<file path="src/common/fetch_defines.svh">
`ifndef FETCH_DEFINES_SVH
`define FETCH_DEFINES_SVH

// Branch history table size, indexed by pc[7:2]
`define FETCH_BHT_ENTRIES 64

// Branch target buffer size, direct mapped
`define FETCH_BTB_ENTRIES 16

// Instruction memory depth in 32-bit words
`define FETCH_IMEM_WORDS 256

// First fetch address after reset
`define FETCH_RESET_PC 32'h0000_0000

`endif

</file>
<file path="src/common/fetch_pkg.sv">
package fetch_pkg;

    // RV32I major opcodes, only OP_BRANCH is predicted
    typedef enum logic [6:0] {
        OP_LUI    = 7'b0110111,
        OP_AUIPC  = 7'b0010111,
        OP_JAL    = 7'b1101111,
        OP_JALR   = 7'b1100111,
        OP_BRANCH = 7'b1100011,
        OP_LOAD   = 7'b0000011,
        OP_STORE  = 7'b0100011,
        OP_IMM    = 7'b0010011,
        OP_REG    = 7'b0110011,
        OP_FENCE  = 7'b0001111,
        OP_SYSTEM = 7'b1110011
    } opcode_e;

    // Two-bit saturating counter, upper bit set means taken
    typedef enum logic [1:0] {
        CNT_STRONG_NT = 2'b00,
        CNT_WEAK_NT   = 2'b01,
        CNT_WEAK_T    = 2'b10,
        CNT_STRONG_T  = 2'b11
    } counter_e;

    // Execute stage report on one resolved branch
    typedef struct packed {
        logic        valid;
        logic [31:0] pc;
        logic        taken;
        logic [31:0] target;
        logic        mispredict;
    } resolve_t;

    typedef struct packed {
        logic        hit;
        logic [31:0] target;
    } btb_lookup_t;

    typedef struct packed {
        logic [31:0] pc;
        logic [31:0] inst;
        logic        pred_taken;
        logic [31:0] pred_target;
    } fetch_out_t;

    // Program load, addr is a word index
    typedef struct packed {
        logic        valid;
        logic [31:0] addr;
        logic [31:0] data;
    } imem_load_t;

endpackage

</file>
<file path="src/design/pc_gen.sv">
`timescale 1ns/1ps
`include "fetch_defines.svh"

module pc_gen
    import fetch_pkg::*;
(
    input  logic        clk,
    input  logic        rst,
    input  logic        stall,
    input  resolve_t    resolve,
    input  logic [31:0] inst,
    input  logic        pred_taken,
    input  btb_lookup_t lookup,
    output logic [31:0] pc,
    output fetch_out_t  fetch
);

    logic [31:0] pc_q;
    logic [31:0] pc_next;
    logic [31:0] pc_plus4;
    logic [31:0] redirect_pc;
    logic        redirect;
    logic        is_branch;
    logic        predict_taken;
    opcode_e     opcode;

    // Predecode
    assign opcode    = opcode_e'(inst[6:0]);
    assign is_branch = (opcode == OP_BRANCH);

    // All three must agree before we leave the sequential path
    assign predict_taken = is_branch && lookup.hit && pred_taken;

    assign pc_plus4    = pc_q + 32'd4;
    assign redirect    = resolve.valid && resolve.mispredict;
    assign redirect_pc = resolve.taken ? resolve.target : resolve.pc + 32'd4;

    always_comb begin
        if (redirect) begin
            pc_next = redirect_pc;
        end else if (stall) begin
            pc_next = pc_q;
        end else if (predict_taken) begin
            pc_next = lookup.target;
        end else begin
            pc_next = pc_plus4;
        end
    end

    always_ff @(posedge clk) begin
        if (rst) begin
            pc_q <= `FETCH_RESET_PC;
        end else begin
            pc_q <= pc_next;
        end
    end

    assign pc = pc_q;

    // pred_target is the predicted address of the next fetch
    assign fetch.pc          = pc_q;
    assign fetch.inst        = inst;
    assign fetch.pred_taken  = predict_taken;
    assign fetch.pred_target = predict_taken ? lookup.target : pc_plus4;

    // Targets come from execute and the BTB, so alignment is not local
    a_pc_aligned: assert property (
        @(posedge clk) disable iff (rst) pc_q[1:0] == 2'b00
    );

    a_pc_in_range: assert property (
        @(posedge clk) disable iff (rst) pc_q[31:2] < `FETCH_IMEM_WORDS
    );

endmodule

</file>
<file path="config.mk">
export PLATFORM = sky130hd
export DESIGN_NAME = pc_gen
export DESIGN_NICKNAME = d
export VERILOG_FILES = /design/src/common/fetch_pkg.sv /design/src/design/pc_gen.sv
export VERILOG_INCLUDE_DIRS = /design/src /design/src/common
export SDC_FILE = /design/constraint.sdc
export NUM_CORES = 1
export LEC_CHECK = 0
export ABC_CLOCK_PERIOD_IN_PS = 5300
export BUFFER_PORTS_ARGS = -buffer_cell sky130_fd_sc_hd__buf_2
export CORE_ASPECT_RATIO = 0.5
export CORE_MARGIN = 8
export CORE_UTILIZATION = 40
export DETAILED_ROUTE_END_ITERATION = 10
export MAX_ROUTING_LAYER = met4
export PLACE_DENSITY_LB_ADDON = 0.1
export REMOVE_ABC_BUFFERS = 1
export SLEW_MARGIN = 20
export SYNTH_ARGS = -nofsm -noshare
export SYNTH_HDL_FRONTEND = slang
export SYNTH_SLANG_ARGS = --single-unit
</file>
<file path="constraint.sdc">
create_clock -name clk -period 5.3 [get_ports clk]
set_input_delay 0.795 -clock clk [delete_from_list [all_inputs] [get_ports clk]]
set_output_delay 0.795 -clock clk [all_outputs]
set_load 0.02 [all_outputs]
</file>
==> flow_metrics.env <==
export IMPL_worst_pin_slew_ps=951.5
export IMPL_grt_max_degree=63
export IMPL_die_y_um=86.40
export IMPL_synth_area_leaders="dfxtp_1 16%, buf_4 13%, xnor2_1 6.8%, nor2_1 6.1%, nand2_1 5.3%"
export IMPL_max_vdd_ir_drop_uv=115.7
export IMPL_grt_pass1_vias=4538
export IMPL_core_rowCount=25
export IMPL_cellPowerDensity_nw_per_um2=196.3
export IMPL_yosysWarnings=0
export IMPL_report_final_slew_viol_count=0
export IMPL_swShare_pct=37.85
export IMPL_crit_chain="buf_2 > nand4b_1 > or4_2 > buf_4 > inv_2 > nand2_1 > o21ai_0 > buf_2"
export IMPL_crit_fanout=62
export IMPL_max_freq_mhz=266.9
export IMPL_rsz0062_at_grt="false"
export IMPL_r2r_end="pc[24]"
export IMPL_skew_ps=5.246
export IMPL_ctsResizeCount=0
export IMPL_r2r_slack_ps=2680
export IMPL_fin_nets=830
export IMPL_setup_viol=0
export IMPL_cts_hold_buf=0
export IMPL_min_path_cells=2
export IMPL_synth_edf_count=0
export IMPL_switchingPower_mw=0.3526
export IMPL_cts_buffers=5
export IMPL_power_mw=0.9317
export IMPL_start_kind="primary input"
export IMPL_drv_cap=0
export IMPL_dieArea_um2=13550
export IMPL_slew_headroom_pct=36.42
export IMPL_post_cts_setup_buffer_count=0
export IMPL_path_delay_family="buffers and inverters"
export IMPL_post_route_util_pct=49.74
export IMPL_area_growth_pct=19.69
export IMPL_fin_tns_setup_ps=0
export IMPL_syn_area_um2=3965
export IMPL_reg2reg_depth=7
export IMPL_crit_arrival_ps=2950
export IMPL_ant_nets=0
export IMPL_gp_congestion=0.9223
export IMPL_status="finished clean"
export IMPL_cp_slowest_cell="or4_2"
export IMPL_drt_iter0_markers=195
export IMPL_yosysMostFrequentCell="buf_4"
export IMPL_fin_crit_ps=3747
export IMPL_period_share_pct=70.70
export IMPL_clock_power_share_pct=31.6
export IMPL_htree_levels=2
export IMPL_ys_types=58
export IMPL_gr_total_overflow=0
export IMPL_dpl_cell_area_um2=4599
export IMPL_tritoncts="yes"
export IMPL_drc=0
export IMPL_initial_core_util_pct=41.56
export IMPL_synth_seq_cells=32
export IMPL_grt_pass1_wl_um=23500
export IMPL_layout_drive_gt1_share_pct=35.93
export IMPL_reg2reg_from="pc[2]"
export IMPL_die_w_um=156.8
export IMPL_synthCells=567
export IMPL_seqPwrFrac_pct=32.0
export IMPL_port_buffers=214
export IMPL_post_dp_hpwl_um=11960
export IMPL_async_reset_ff_share_pct=0
export IMPL_internal_power_mw=0.5791
export IMPL_setup_worst_path_end_class="output pin"
export IMPL_wl_per_cell_um=18.51
export IMPL_p_leak_nw=2.205
export IMPL_yosysTopAreaCell="dfxtp_1"
export IMPL_finalHoldViolations=0
export IMPL_synth_top_cell_area_share_pct=16.16
export IMPL_clock_path_buffers=2
export IMPL_viasPerCell=5.403
export IMPL_critPathKind="primary input to output pin"
export IMPL_gr_usage_all_layers_pct=22.25
export IMPL_ioPinCount=265
export IMPL_hp_class="flop to flop"
export IMPL_path_clk_slew_ps=50
export IMPL_vias=4474
export IMPL_finalInstanceArea_um2=4746
export IMPL_coreArea_um2=9540
export IMPL_critPathMaxStageDelay_ps=610
export IMPL_cts_root_buf="clkbuf_16"
export IMPL_critical_path_buf_inv_count=4
export IMPL_synth_common_cells="67 x buf_4, 64 x nor2_1, 56 x nand2_1"
export IMPL_ys_seq_area_share_pct=16.16
export IMPL_dr_pass1_iters=5
export IMPL_wl_um=15330
export IMPL_synth_ff_type="dfxtp_1"
export IMPL_worstPathRequired_ps=4510
export IMPL_worstSkewPairLatency_ps=280
export IMPL_synth_avg_cell_area_um2=6.993
export IMPL_clock_sinks=32
export IMPL_hp_start="pc[0]"
export IMPL_largest_reg_flops=32
export IMPL_holdPathEnd="pc[0]"
export IMPL_crit_top_cell="buf_2"
export IMPL_p_comb_share_pct=36.4
export IMPL_antenna_cells=0
export IMPL_antenna_found_initial=0
cells by family (layout without fill, tap and decap cells):
| kind of cell | after synthesis | in the layout | share of synthesized area (%) |
|---|---|---|---|
| simple gates | 235 | 235 | 30.83 |
| mux | 15 | 15 | 4.008 |
| compound gates | 117 | 117 | 19.34 |
| buf+inv | 112 | 238 | 17.10 |
| flops | 32 | 32 | 16.16 |
| fa+ha+maj | 2 | 2 | 0.6310 |
| xor+xnor | 54 | 54 | 11.93 |
power groups by stage:
| stage | clock network, mW | registers (mW) | logic, mW |
|---|---|---|---|
| after CTS | 0.302 | 0.297 | 0.342 |
| final | 0.294 | 0.298 | 0.339 |
| after floorplan | 0 | 0.343 | 0.137 |
| after global placement | 0 | 0.302 | 0.341 |
| after detailed placement | 0 | 0.302 | 0.341 |
| after global routing | 0.312 | 0.303 | 0.369 |
how the worst max path moves through the flow:
stage                      to  depth (start not counted)     from  slack (ps)
floorplan            fetch[5]                          4  inst[4]        1430
global placement    fetch[21]                          8  inst[2]        1620
detailed placement   fetch[6]                          8  inst[4]        1530
CTS                  fetch[6]                          8  inst[4]        1520
global route         fetch[6]                          8  inst[4]        1390
finish               fetch[6]                          8  inst[4]        1550
layer usage:
metal  vias to the layer above  GRT usage, %  part of all wire (%)
li1                       2211             -                     -
met1                      2040         26.52                    45
met2                       206         35.50                    44
met3                        17         7.345                   9.3
met4                         0         6.147                   1.6
met5                         -             -                     0
metrics by stage:
step | std cells | hold WS, ps | setup slack [ps]
global route | 828 | 571.6 | 1386
floorplan | 468 | 683.4 | 1426
global placement | 820 | 528.6 | 1615
finish | 828 | 547.9 | 1553
CTS | 828 | 547.2 | 1518
detailed placement | 820 | 539.1 | 1533
placed cells by master, fill, tap and decap left out, types with 2 or more instances in the layout:
cell type / count
clkbuf_16: 5
nand2b_1: 4
a211oi_1: 16
a221oi_1: 11
nor3_1: 22
o32ai_1: 2
nand3_2: 3
clkbuf_1: 2
nand2_1: 56
nor4_1: 8
nand4_1: 16
xnor2_1: 31
mux2_2: 3
and4_1: 7
nor2_1: 64
and3_1: 10
or3_1: 5
xor2_1: 23
mux2i_1: 11
a221oi_2: 2
buf_4: 3
nand4_2: 2
a21oi_1: 34
nand3_1: 22
a31oi_1: 4
inv_1: 11
o22ai_1: 6
o41ai_1: 2
inv_2: 2
a311oi_1: 2
buf_2: 214
nor2b_1: 2
ha_1: 2
nor4_4: 2
o21ai_0: 28
dfxtp_1: 32
worst register-to-register path, stage by stage, from the launching register on:
cell and delay, ps:
dfxtp_1 480, ha_1 330, nand4_2 270, nor4_4 650, nand2_2 160, xnor2_1 180
a221oi_1 290, o22ai_1 130
cell type report:
class / instances / area, um2
fillers: 1047 / 4795
multi-input cells: 423 / 2648
repair buffers: 217 / 1094
flip-flops and latches: 32 / 640.6
well taps: 135 / 168.9
clock buffers: 8 / 146.4
inverters: 13 / 48.80
Note: power is estimated with default switching activity, not from simulation.
