[src/common/fetch_defines.svh]
`ifndef FETCH_DEFINES_SVH
`define FETCH_DEFINES_SVH

// Branch history table size, indexed by pc[7:2]
`define FETCH_BHT_ENTRIES 64

// Branch target buffer size, direct mapped
`define FETCH_BTB_ENTRIES 16

// Instruction memory depth in 32-bit words
`define FETCH_IMEM_WORDS 256

// First fetch address after reset
`define FETCH_RESET_PC 32'h0000_0000

`endif

[src/common/fetch_pkg.sv]
package fetch_pkg;

    // RV32I major opcodes, only OP_BRANCH is predicted
    typedef enum logic [6:0] {
        OP_LUI    = 7'b0110111,
        OP_AUIPC  = 7'b0010111,
        OP_JAL    = 7'b1101111,
        OP_JALR   = 7'b1100111,
        OP_BRANCH = 7'b1100011,
        OP_LOAD   = 7'b0000011,
        OP_STORE  = 7'b0100011,
        OP_IMM    = 7'b0010011,
        OP_REG    = 7'b0110011,
        OP_FENCE  = 7'b0001111,
        OP_SYSTEM = 7'b1110011
    } opcode_e;

    // Two-bit saturating counter, upper bit set means taken
    typedef enum logic [1:0] {
        CNT_STRONG_NT = 2'b00,
        CNT_WEAK_NT   = 2'b01,
        CNT_WEAK_T    = 2'b10,
        CNT_STRONG_T  = 2'b11
    } counter_e;

    // Execute stage report on one resolved branch
    typedef struct packed {
        logic        valid;
        logic [31:0] pc;
        logic        taken;
        logic [31:0] target;
        logic        mispredict;
    } resolve_t;

    typedef struct packed {
        logic        hit;
        logic [31:0] target;
    } btb_lookup_t;

    typedef struct packed {
        logic [31:0] pc;
        logic [31:0] inst;
        logic        pred_taken;
        logic [31:0] pred_target;
    } fetch_out_t;

    // Program load, addr is a word index
    typedef struct packed {
        logic        valid;
        logic [31:0] addr;
        logic [31:0] data;
    } imem_load_t;

endpackage

[src/predictor/btb.sv]
`timescale 1ns/1ps
`include "fetch_defines.svh"

module btb
    import fetch_pkg::*;
(
    input  logic        clk,
    input  logic        rst,
    input  logic [31:0] pc,
    input  resolve_t    resolve,
    output btb_lookup_t lookup
);

    localparam int IDX_W = $clog2(`FETCH_BTB_ENTRIES);
    localparam int TAG_W = 30 - IDX_W;

    logic [TAG_W-1:0]             tag_q    [`FETCH_BTB_ENTRIES];
    logic [31:0]                  target_q [`FETCH_BTB_ENTRIES];
    logic [`FETCH_BTB_ENTRIES-1:0] valid_q;

    logic [IDX_W-1:0] rd_idx;
    logic [TAG_W-1:0] rd_tag;
    logic [IDX_W-1:0] wr_idx;
    logic [TAG_W-1:0] wr_tag;
    logic             wr_match;

    // Word index from low bits, tag from everything above
    assign rd_idx = pc[IDX_W+1:2];
    assign rd_tag = pc[31:IDX_W+2];
    assign wr_idx = resolve.pc[IDX_W+1:2];
    assign wr_tag = resolve.pc[31:IDX_W+2];

    assign wr_match = valid_q[wr_idx] && (tag_q[wr_idx] == wr_tag);

    always_ff @(posedge clk) begin
        if (rst) begin
            valid_q <= '0;
        end else if (resolve.valid) begin
            if (resolve.taken) begin
                valid_q[wr_idx] <= 1'b1;
            end else if (wr_match) begin
                // Only drop the entry that belongs to this branch
                valid_q[wr_idx] <= 1'b0;
            end
        end
    end

    always_ff @(posedge clk) begin
        if (resolve.valid && resolve.taken) begin
            tag_q[wr_idx]    <= wr_tag;
            target_q[wr_idx] <= resolve.target;
        end
    end

    assign lookup.hit    = valid_q[rd_idx] && (tag_q[rd_idx] == rd_tag);
    assign lookup.target = target_q[rd_idx];

endmodule

[config.mk]
export PLATFORM = sky130hd
export DESIGN_NAME = btb
export DESIGN_NICKNAME = d
export VERILOG_FILES = /design/src/common/fetch_pkg.sv /design/src/predictor/btb.sv
export VERILOG_INCLUDE_DIRS = /design/src /design/src/common
export SDC_FILE = /design/constraint.sdc
export NUM_CORES = 1
export LEC_CHECK = 0
export ABC_CLOCK_PERIOD_IN_PS = 9500
export BUFFER_PORTS_ARGS = -buffer_cell sky130_fd_sc_hd__buf_2
export CAP_MARGIN = 20
export CORE_MARGIN = 2
export CORE_UTILIZATION = 52
export DETAILED_ROUTE_END_ITERATION = 12
export HOLD_SLACK_MARGIN = 0.03
export PLACE_DENSITY = 0.69
export SYNTH_ARGS = -nofsm -noshare
export SYNTH_HDL_FRONTEND = slang
export SYNTH_SLANG_ARGS = --single-unit
[constraint.sdc]
create_clock -name clk -period 9.5 [get_ports clk]
set_input_delay 0.95 -clock clk [delete_from_list [all_inputs] [get_ports clk]]
set_output_delay 0.95 -clock clk [all_outputs]
set_load 0.03 [all_outputs]
==> impl_metrics.prom, run 1 <==
# TYPE chip_impl_metric gauge
chip_impl_metric{name="chipWidth",unit="um"} 281
chip_impl_metric{name="total_switching_power",unit="uW"} 1950
chip_impl_metric{name="vdd_ir_drop_max",unit="uV"} 196
chip_impl_metric{name="tightestPinTransition",unit="ns"} 1.16
chip_impl_metric{name="power_density",unit="nW/um^2"} 197
chip_impl_metric{name="floorplan.io_pins",unit=""} 134
chip_impl_metric{name="postSynth.asyncResetShare",unit="%"} 0
chip_impl_metric{name="cts_repair_resize_count",unit=""} 0
chip_impl_metric{name="finalWorstSetupSlack",unit="ns"} 3.33
chip_impl_metric{name="dp_hpwl",unit="mm"} 51.2
chip_impl_metric{name="drt-pass1-iter-count",unit=""} 5
chip_impl_metric{name="finalSetupViolations",unit=""} 0
chip_impl_metric{name="timing.final.hold_violations",unit=""} 0
chip_impl_metric{name="clock_sink_count",unit=""} 944
chip_impl_metric{name="post_drt_via_cell_ratio",unit=""} 6.57
chip_impl_info{name="critical_path.startpoint_type",value="input port"} 1
chip_impl_metric{name="antenna_found_initial",unit=""} 7
chip_impl_info{name="synth.cells.most_frequent",value="edfxtp_1 (928), mux4_2 (399), clkbuf_1 (41)"} 1
chip_impl_metric{name="comb_power_share",unit="%"} 7.0
chip_impl_info{name="synth_flop_cell",value="edfxtp_1"} 1
chip_impl_metric{name="port_buffers",unit=""} 128
chip_impl_metric{name="wl_per_cell",unit="um"} 31.8
chip_impl_info{name="run_status",value="finished, final reports clean"} 1
chip_impl_metric{name="ctsHoldBuffers",unit=""} 0
chip_impl_metric{name="htreeDepth",unit=""} 3
chip_impl_metric{name="numCtsBuffers",unit=""} 96
chip_impl_metric{name="pwr-share-clk",unit="%"} 40.6
chip_impl_metric{name="clk-insertion-delay-late",unit="ns"} 0.67
chip_impl_metric{name="synth_area",unit="um^2"} 39900
chip_impl_metric{name="detail_route.drc_violations",unit=""} 0
chip_impl_metric{name="timing.setup.tns",unit="ns"} 0
chip_impl_metric{name="worst-r2r-cell-count",unit=""} 8
chip_impl_metric{name="detail_route.iter0.violations",unit=""} 2195
chip_impl_metric{name="synth_top_cell_area_share",unit="%"} 69.8
chip_impl_metric{name="layout_min_cycle_time",unit="ns"} 6.17
chip_impl_metric{name="max_cap_viol_count",unit=""} 0
chip_impl_info{name="grt_setup_unrepaired",value="no"} 1
chip_impl_metric{name="swShare",unit="%"} 22.0
chip_impl_metric{name="synth-warning-count",unit=""} 0
chip_impl_metric{name="initial_util",unit="%"} 52.6
chip_impl_metric{name="drt-total-wl",unit="mm"} 95.9
chip_impl_info{name="worst_hold_check_path_type",value="reg -> reg"} 1
chip_impl_metric{name="synth_edf_count",unit=""} 928
chip_impl_info{name="worstSetupEndpointType",value="primary output"} 1
chip_impl_metric{name="finalNetCount",unit=""} 2008
chip_impl_metric{name="final-max-slew-violation-count",unit=""} 0
chip_impl_metric{name="max_freq",unit="MHz"} 162
chip_impl_metric{name="global_route.usage.total",unit="%"} 24.8
chip_impl_metric{name="cellLeakagePower",unit="uW"} 0.0140
chip_impl_metric{name="synth_cell_type_count",unit=""} 64
chip_impl_metric{name="route.vias.total",unit=""} 19800
chip_impl_metric{name="sequential_area_share_after_synthesis",unit="%"} 70.6
chip_impl_metric{name="pwr-share-seq",unit="%"} 52.4
chip_impl_metric{name="share_of_cells_above_drive_strength_1",unit="%"} 36.8
chip_impl_metric{name="flow.area_growth_from_synthesis",unit="%"} 12.3
chip_impl_metric{name="min_period_over_period",unit="%"} 65.0
chip_impl_metric{name="die_area",unit="um^2"} 79000
chip_impl_info{name="library_cell_with_the_highest_instance_count_after_synthesis",value="edfxtp_1"} 1
chip_impl_metric{name="worst_setup_hold_path_clk_slew",unit="ns"} 0.06
chip_impl_metric{name="min_delay_path_depth",unit=""} 2
chip_impl_metric{name="max-clock-path-buffers",unit=""} 3
chip_impl_metric{name="fill_cells",unit=""} 5315
chip_impl_info{name="tritoncts",value="yes"} 1
chip_impl_metric{name="mean_instance_size_in_the_synthesized_netlist",unit="um^2"} 22.8
chip_impl_metric{name="cp_max_fo",unit=""} 60
chip_impl_metric{name="timing.max_slew.rel_slack",unit="%"} 22.5
chip_impl_metric{name="power_report.internal_total",unit="uW"} 6900
chip_impl_metric{name="place_ws",unit="ns"} 3.28
chip_impl_metric{name="post_cts_buffers",unit=""} 0
chip_impl_metric{name="fin_worst_skew",unit="ns"} 0.0412
chip_impl_info{name="cts.root.buffer_cell",value="clkbuf_16"} 1
chip_impl_metric{name="first_pass_grt_wire_length",unit="mm"} 140
chip_impl_metric{name="required_time_reported_for_the_critical_path_endpoint",unit="ns"} 8.55
chip_impl_metric{name="post_synth_inst_count",unit=""} 1750
chip_impl_metric{name="detail-route-antenna-nets",unit=""} 0
chip_impl_metric{name="placement_rows",unit=""} 101
chip_impl_info{name="timing.setup.critical_path_class",value="in -> out"} 1
chip_impl_info{name="synth.largest_area_cell",value="edfxtp_1"} 1
chip_impl_metric{name="overflow",unit=""} 0
chip_impl_metric{name="chipHeight",unit="um"} 281
chip_impl_metric{name="synthesis.nets",unit=""} 1851
chip_impl_metric{name="grt_start_max_net_pins",unit=""} 88
chip_impl_metric{name="gp_routability_congestion",unit=""} 0.900
chip_impl_metric{name="postSynthRegisterBits",unit=""} 944
chip_impl_metric{name="grt_pass1_vias",unit=""} 20700
chip_impl_info{name="synth.area.top_cells",value="edfxtp_1 (70%), mux4_2 (22%), mux2i_1 (1.0%)"} 1
chip_impl_metric{name="placeableCoreArea",unit="um^2"} 75900
chip_impl_metric{name="arrival",unit="ns"} 5.22
kinds of logic after synthesis:
kind of cell           count (synthesis)  synth area share, %
AO/OA/AOI/OAI                         63                 1.35
flip-flops                           944                 70.6
AND/OR/NAND/NOR                      121                 1.68
multiplexers                         443                 23.7
XOR/XNOR                              58                 1.27
buffers and inverters                121                 1.40
layout by cell type, fill, tap and decap left out, types with 3 or more instances in the layout:
master	n
o22ai_1	4
nor2b_1	7
nor4_4	3
edfxtp_1	928
buf_4	39
clkinv_1	23
clkinv_2	21
clkbuf_16	97
mux4_1	3
nor2_1	24
nand2b_1	5
nor4_1	5
mux4_2	399
clkinv_16	4
xor2_1	18
nand4_1	9
nand3_1	22
inv_1	13
o21ai_0	5
nand2_1	15
nor2_4	12
dfxtp_1	16
a21oi_1	3
clkbuf_1	13
and2_1	3
a22oi_1	5
nor3_2	5
mux2i_1	40
bufinv_16	5
clkinvlp_4	8
a311oi_1	17
buf_2	121
xnor2_1	40
per-stage QoR:
stage	power (uW)	instances	util, %	instance area (um^2)	hold slack (ns)
global route	9100	3012	59.0	44800	0.534
floorplan	5130	1750	-	39900	0.483
global placement	5330	2838	55.0	41800	0.497
CTS	8920	3011	59.0	44800	0.514
detailed placement	5350	2838	55.0	41800	0.507
finish	8850	3013	59.0	44800	0.523
state kept, by name, summed over array words and instances (netlist names), named ones only:
register,flops
target_q,512
tag_q,416
power by group through the flow:
stage	logic, uW	clock network (uW)	registers (uW)
2_1_floorplan	409	0	4720
6_report	616	3590	4640
4_1_cts	623	3660	4640
3_3_place_gp	612	0	4720
5_1_grt	656	3800	4640
3_5_place_dp	621	0	4730
final timing paths:
path | start | end | slack (ns)
setup / recovery | pc[2] | lookup[32] | 3.33
hold / removal | flop | flop | 0.52
setup reg to reg | tag_q[11][12] | flop | 5.92
hold reg to reg | flop | flop | 0.52
worst max-delay path, cell delays in order:
cell and delay [ns]:
buf_8 0.49, buf_4 0.76, mux4_2 0.59, mux4_2 0.48, xnor2_1 0.23, nand4_1 0.23, or4_1 0.64, nor4_1 0.46
buf_2 0.31
layout make-up:
cell class	instances	area, um^2	area share [%]
multi-input cells	685	11300	25.2
flip-flops and latches	944	28200	62.9
diodes	1	2.50	0.00558
inverters	14	52.6	0.117
well taps	1030	1290	2.87
clock inverters	63	539	1.20
clock buffers	110	2480	5.52
repair buffers	166	991	2.21
layer usage:
layer / vias to the layer above / part of all wire, % / GRT usage, %
met5: - / 0.090 / 0
met4: 12 / 2.7 / 6.83
met3: 184 / 7.2 / 4.54
met2: 904 / 51 / 41.2
met1: 10700 / 39 / 34.2
li1: 7994 / - / -
No activity file was read; power rests on OpenSTA's default activity.
==> run 2, diff against run 1 <==
--- a/config.mk
+++ b/config.mk
@@ -6,7 +6,7 @@
 export SDC_FILE = /design/constraint.sdc
 export NUM_CORES = 1
 export LEC_CHECK = 0
-export ABC_CLOCK_PERIOD_IN_PS = 9500
+export ABC_CLOCK_PERIOD_IN_PS = 6300
 export BUFFER_PORTS_ARGS = -buffer_cell sky130_fd_sc_hd__buf_2
 export CAP_MARGIN = 20
 export CORE_MARGIN = 2
==> constraint.sdc (replaced) <==
create_clock -name clk -period 6.3 [get_ports clk]
set_input_delay 0.63 -clock clk [delete_from_list [all_inputs] [get_ports clk]]
set_output_delay 0.63 -clock clk [all_outputs]
set_load 0.03 [all_outputs]
==> run 2 against run 1 <==
  * Largest power group unchanged
  * Worst hold slack got worse by 0.20 ns
  * Global-route usage rose by 0.20 points
  * Wire length rose by 0.24%
  * Power rose by 50%
==> impl_metrics.prom, run 2 (synthesis gave the netlist of run 1 again) <==
# TYPE chip_impl_metric gauge
chip_impl_metric{name="max-clock-path-buffers",unit=""} 3
chip_impl_metric{name="final-max-slew-violation-count",unit=""} 0
chip_impl_metric{name="post_drt_via_cell_ratio",unit=""} 6.55
chip_impl_metric{name="flow.area_growth_from_synthesis",unit="%"} 12.7
chip_impl_metric{name="first_pass_grt_wire_length",unit="mm"} 141
chip_impl_info{name="commonest_cells_after_routing_fill_and_taps_aside",value="edfxtp_1 (928), mux4_2 (399), buf_2 (121), clkbuf_16 (97), buf_4 (46)"} 1
chip_impl_metric{name="global_route.usage.total",unit="%"} 25.0
chip_impl_metric{name="layout.cells.non_filler",unit=""} 3033
chip_impl_metric{name="timing.final.hold_violations",unit=""} 0
chip_impl_metric{name="cellLeakagePower",unit="uW"} 0.0141
chip_impl_metric{name="cts_repair_resize_count",unit=""} 0
chip_impl_metric{name="fin_worst_skew",unit="ns"} 0.0389
chip_impl_metric{name="grt_start_max_net_pins",unit=""} 70
chip_impl_metric{name="detail_route.drc_violations",unit=""} 0
chip_impl_metric{name="post_cts_buffers",unit=""} 0
chip_impl_metric{name="register_area",unit="um^2"} 28200
chip_impl_metric{name="dp_hpwl",unit="mm"} 52.8
chip_impl_metric{name="ctsHoldBuffers",unit=""} 0
chip_impl_metric{name="overflow",unit=""} 0
chip_impl_metric{name="finalInstanceArea",unit="um^2"} 45000
chip_impl_metric{name="share_of_cells_above_drive_strength_1",unit="%"} 36.6
chip_impl_metric{name="chipHeight",unit="um"} 281
chip_impl_metric{name="placed_cells",unit=""} 2853
chip_impl_metric{name="floorplan.io_pins",unit=""} 134
chip_impl_metric{name="arrival",unit="ns"} 4.25
chip_impl_metric{name="max_cap_viol_count",unit=""} 0
chip_impl_metric{name="finalNetCount",unit=""} 2022
chip_impl_metric{name="layout_min_cycle_time",unit="ns"} 4.88
chip_impl_metric{name="cp_max_fo",unit=""} 69
chip_impl_info{name="critical_path.startpoint_type",value="input port"} 1
chip_impl_metric{name="max_freq",unit="MHz"} 205
chip_impl_metric{name="wl_per_cell",unit="um"} 31.7
chip_impl_metric{name="min_period_over_period",unit="%"} 77.5
chip_impl_metric{name="placement_rows",unit=""} 101
chip_impl_info{name="largest_register",value="target_q"} 1
chip_impl_metric{name="numCtsBuffers",unit=""} 96
chip_impl_metric{name="gp_routability_congestion",unit=""} 0.878
chip_impl_metric{name="worst_setup_hold_path_clk_slew",unit="ns"} 0.06
chip_impl_metric{name="route.vias.total",unit=""} 19900
chip_impl_metric{name="timing.setup.tns",unit="ns"} 0
chip_impl_metric{name="htreeDepth",unit=""} 3
chip_impl_metric{name="detail-route-antenna-nets",unit=""} 0
chip_impl_metric{name="drt-total-wl",unit="mm"} 96.1
chip_impl_metric{name="finalSetupViolations",unit=""} 0
chip_impl_info{name="biggestRegsByFlops",value="target_q x512, tag_q x416"} 1
chip_impl_metric{name="chipWidth",unit="um"} 281
chip_impl_info{name="grt_setup_unrepaired",value="no"} 1
chip_impl_metric{name="initial_util",unit="%"} 52.6
chip_impl_metric{name="port_buffers",unit=""} 128
chip_impl_metric{name="clock_sink_count",unit=""} 944
chip_impl_metric{name="die_area",unit="um^2"} 79000
chip_impl_info{name="cts.root.buffer_cell",value="clkbuf_16"} 1
chip_impl_metric{name="tightestPinTransition",unit="ns"} 1.04
chip_impl_metric{name="clk-insertion-delay-late",unit="ns"} 0.67
chip_impl_metric{name="placedInstanceArea",unit="um^2"} 42000
chip_impl_info{name="timing.setup.critical_path_class",value="in -> out"} 1
chip_impl_metric{name="timing.max_slew.rel_slack",unit="%"} 30.3
chip_impl_info{name="worstSetupEndpointType",value="primary output"} 1
chip_impl_info{name="tritoncts",value="yes"} 1
chip_impl_info{name="worst_hold_check_path_type",value="in -> reg"} 1
chip_impl_metric{name="fill_cells",unit=""} 5322
chip_impl_metric{name="multi_input_comb_area",unit="um^2"} 11300
chip_impl_metric{name="placeableCoreArea",unit="um^2"} 75900
chip_impl_metric{name="detail_route.iter0.violations",unit=""} 2620
chip_impl_info{name="run_status",value="finished, final reports clean"} 1
chip_impl_metric{name="drt-pass1-iter-count",unit=""} 5
chip_impl_info{name="mostFrequentLayoutCell",value="edfxtp_1"} 1
chip_impl_metric{name="vdd_ir_drop_max",unit="uV"} 253
chip_impl_metric{name="grt_pass1_vias",unit=""} 20600
chip_impl_metric{name="required_time_reported_for_the_critical_path_endpoint",unit="ns"} 5.67
chip_impl_metric{name="power_density",unit="nW/um^2"} 295
chip_impl_metric{name="antenna_found_initial",unit=""} 6
chip_impl_metric{name="largest_reg_flops",unit=""} 512
chip_impl_metric{name="report.power.total",unit="uW"} 13300
run 2: layer usage:
layer	vias to the layer above	global-route usage, %	routed length (um)
li1	8030	-	-
met2	1001	40.1	47300
met1	10700	35.3	37700
met5	-	0	50
met4	8	7.69	2940
met3	183	4.80	8070
run 2: path summary, 6_finish.rpt:
| kind | start | slack [ns] | cells after the start | end |
|---|---|---|---|---|
| setup reg to reg | tag_q[4][15] | 3.02 | 8 | flop |
| hold / removal | resolve[29] | 0.33 | 1 | target_q[4][28] |
| setup / recovery | pc[2] | 1.42 | 8 | lookup[32] |
| hold reg to reg | flop | 0.52 | 2 | flop |
run 2: area by class of cell:
cell class	count	share of cell area (%)
Sequential cell	944	62.6
Multi-Input combinational cell	685	25.1
Clock buffer	120	5.59
Tap cell	1030	2.86
Timing Repair Buffer	180	2.65
Clock inverter	57	1.01
Inverter	14	0.117
Antenna cell	3	0.0167
run 2: where the power goes:
group,internal (uW),total (uW),switching (uW)
Clock,3010,5360,2350
Sequential,6970,7000,24.2
Combinational,398,933,535
Total,10400,13300,2910
run 2: worst max-delay path, cell delays in order:
cell,delay (ns)
buf_8,0.55
mux4_2,0.59
mux4_2,0.50
xnor2_1,0.31
nand4_1,0.22
or4_1,0.62
nor4_1,0.44
buf_2,0.30
run 2: through the flow:
step | setup slack, ns | hold WS (ns) | utilization [%]
CTS | 1.37 | 0.295 | 59.2
finish | 1.42 | 0.327 | 59.3
floorplan | 0.0616 | 0.483 | -
global placement | 1.38 | 0.495 | 55.3
global route | 1.11 | 0.324 | 59.2
detailed placement | 1.37 | 0.510 | 55.3
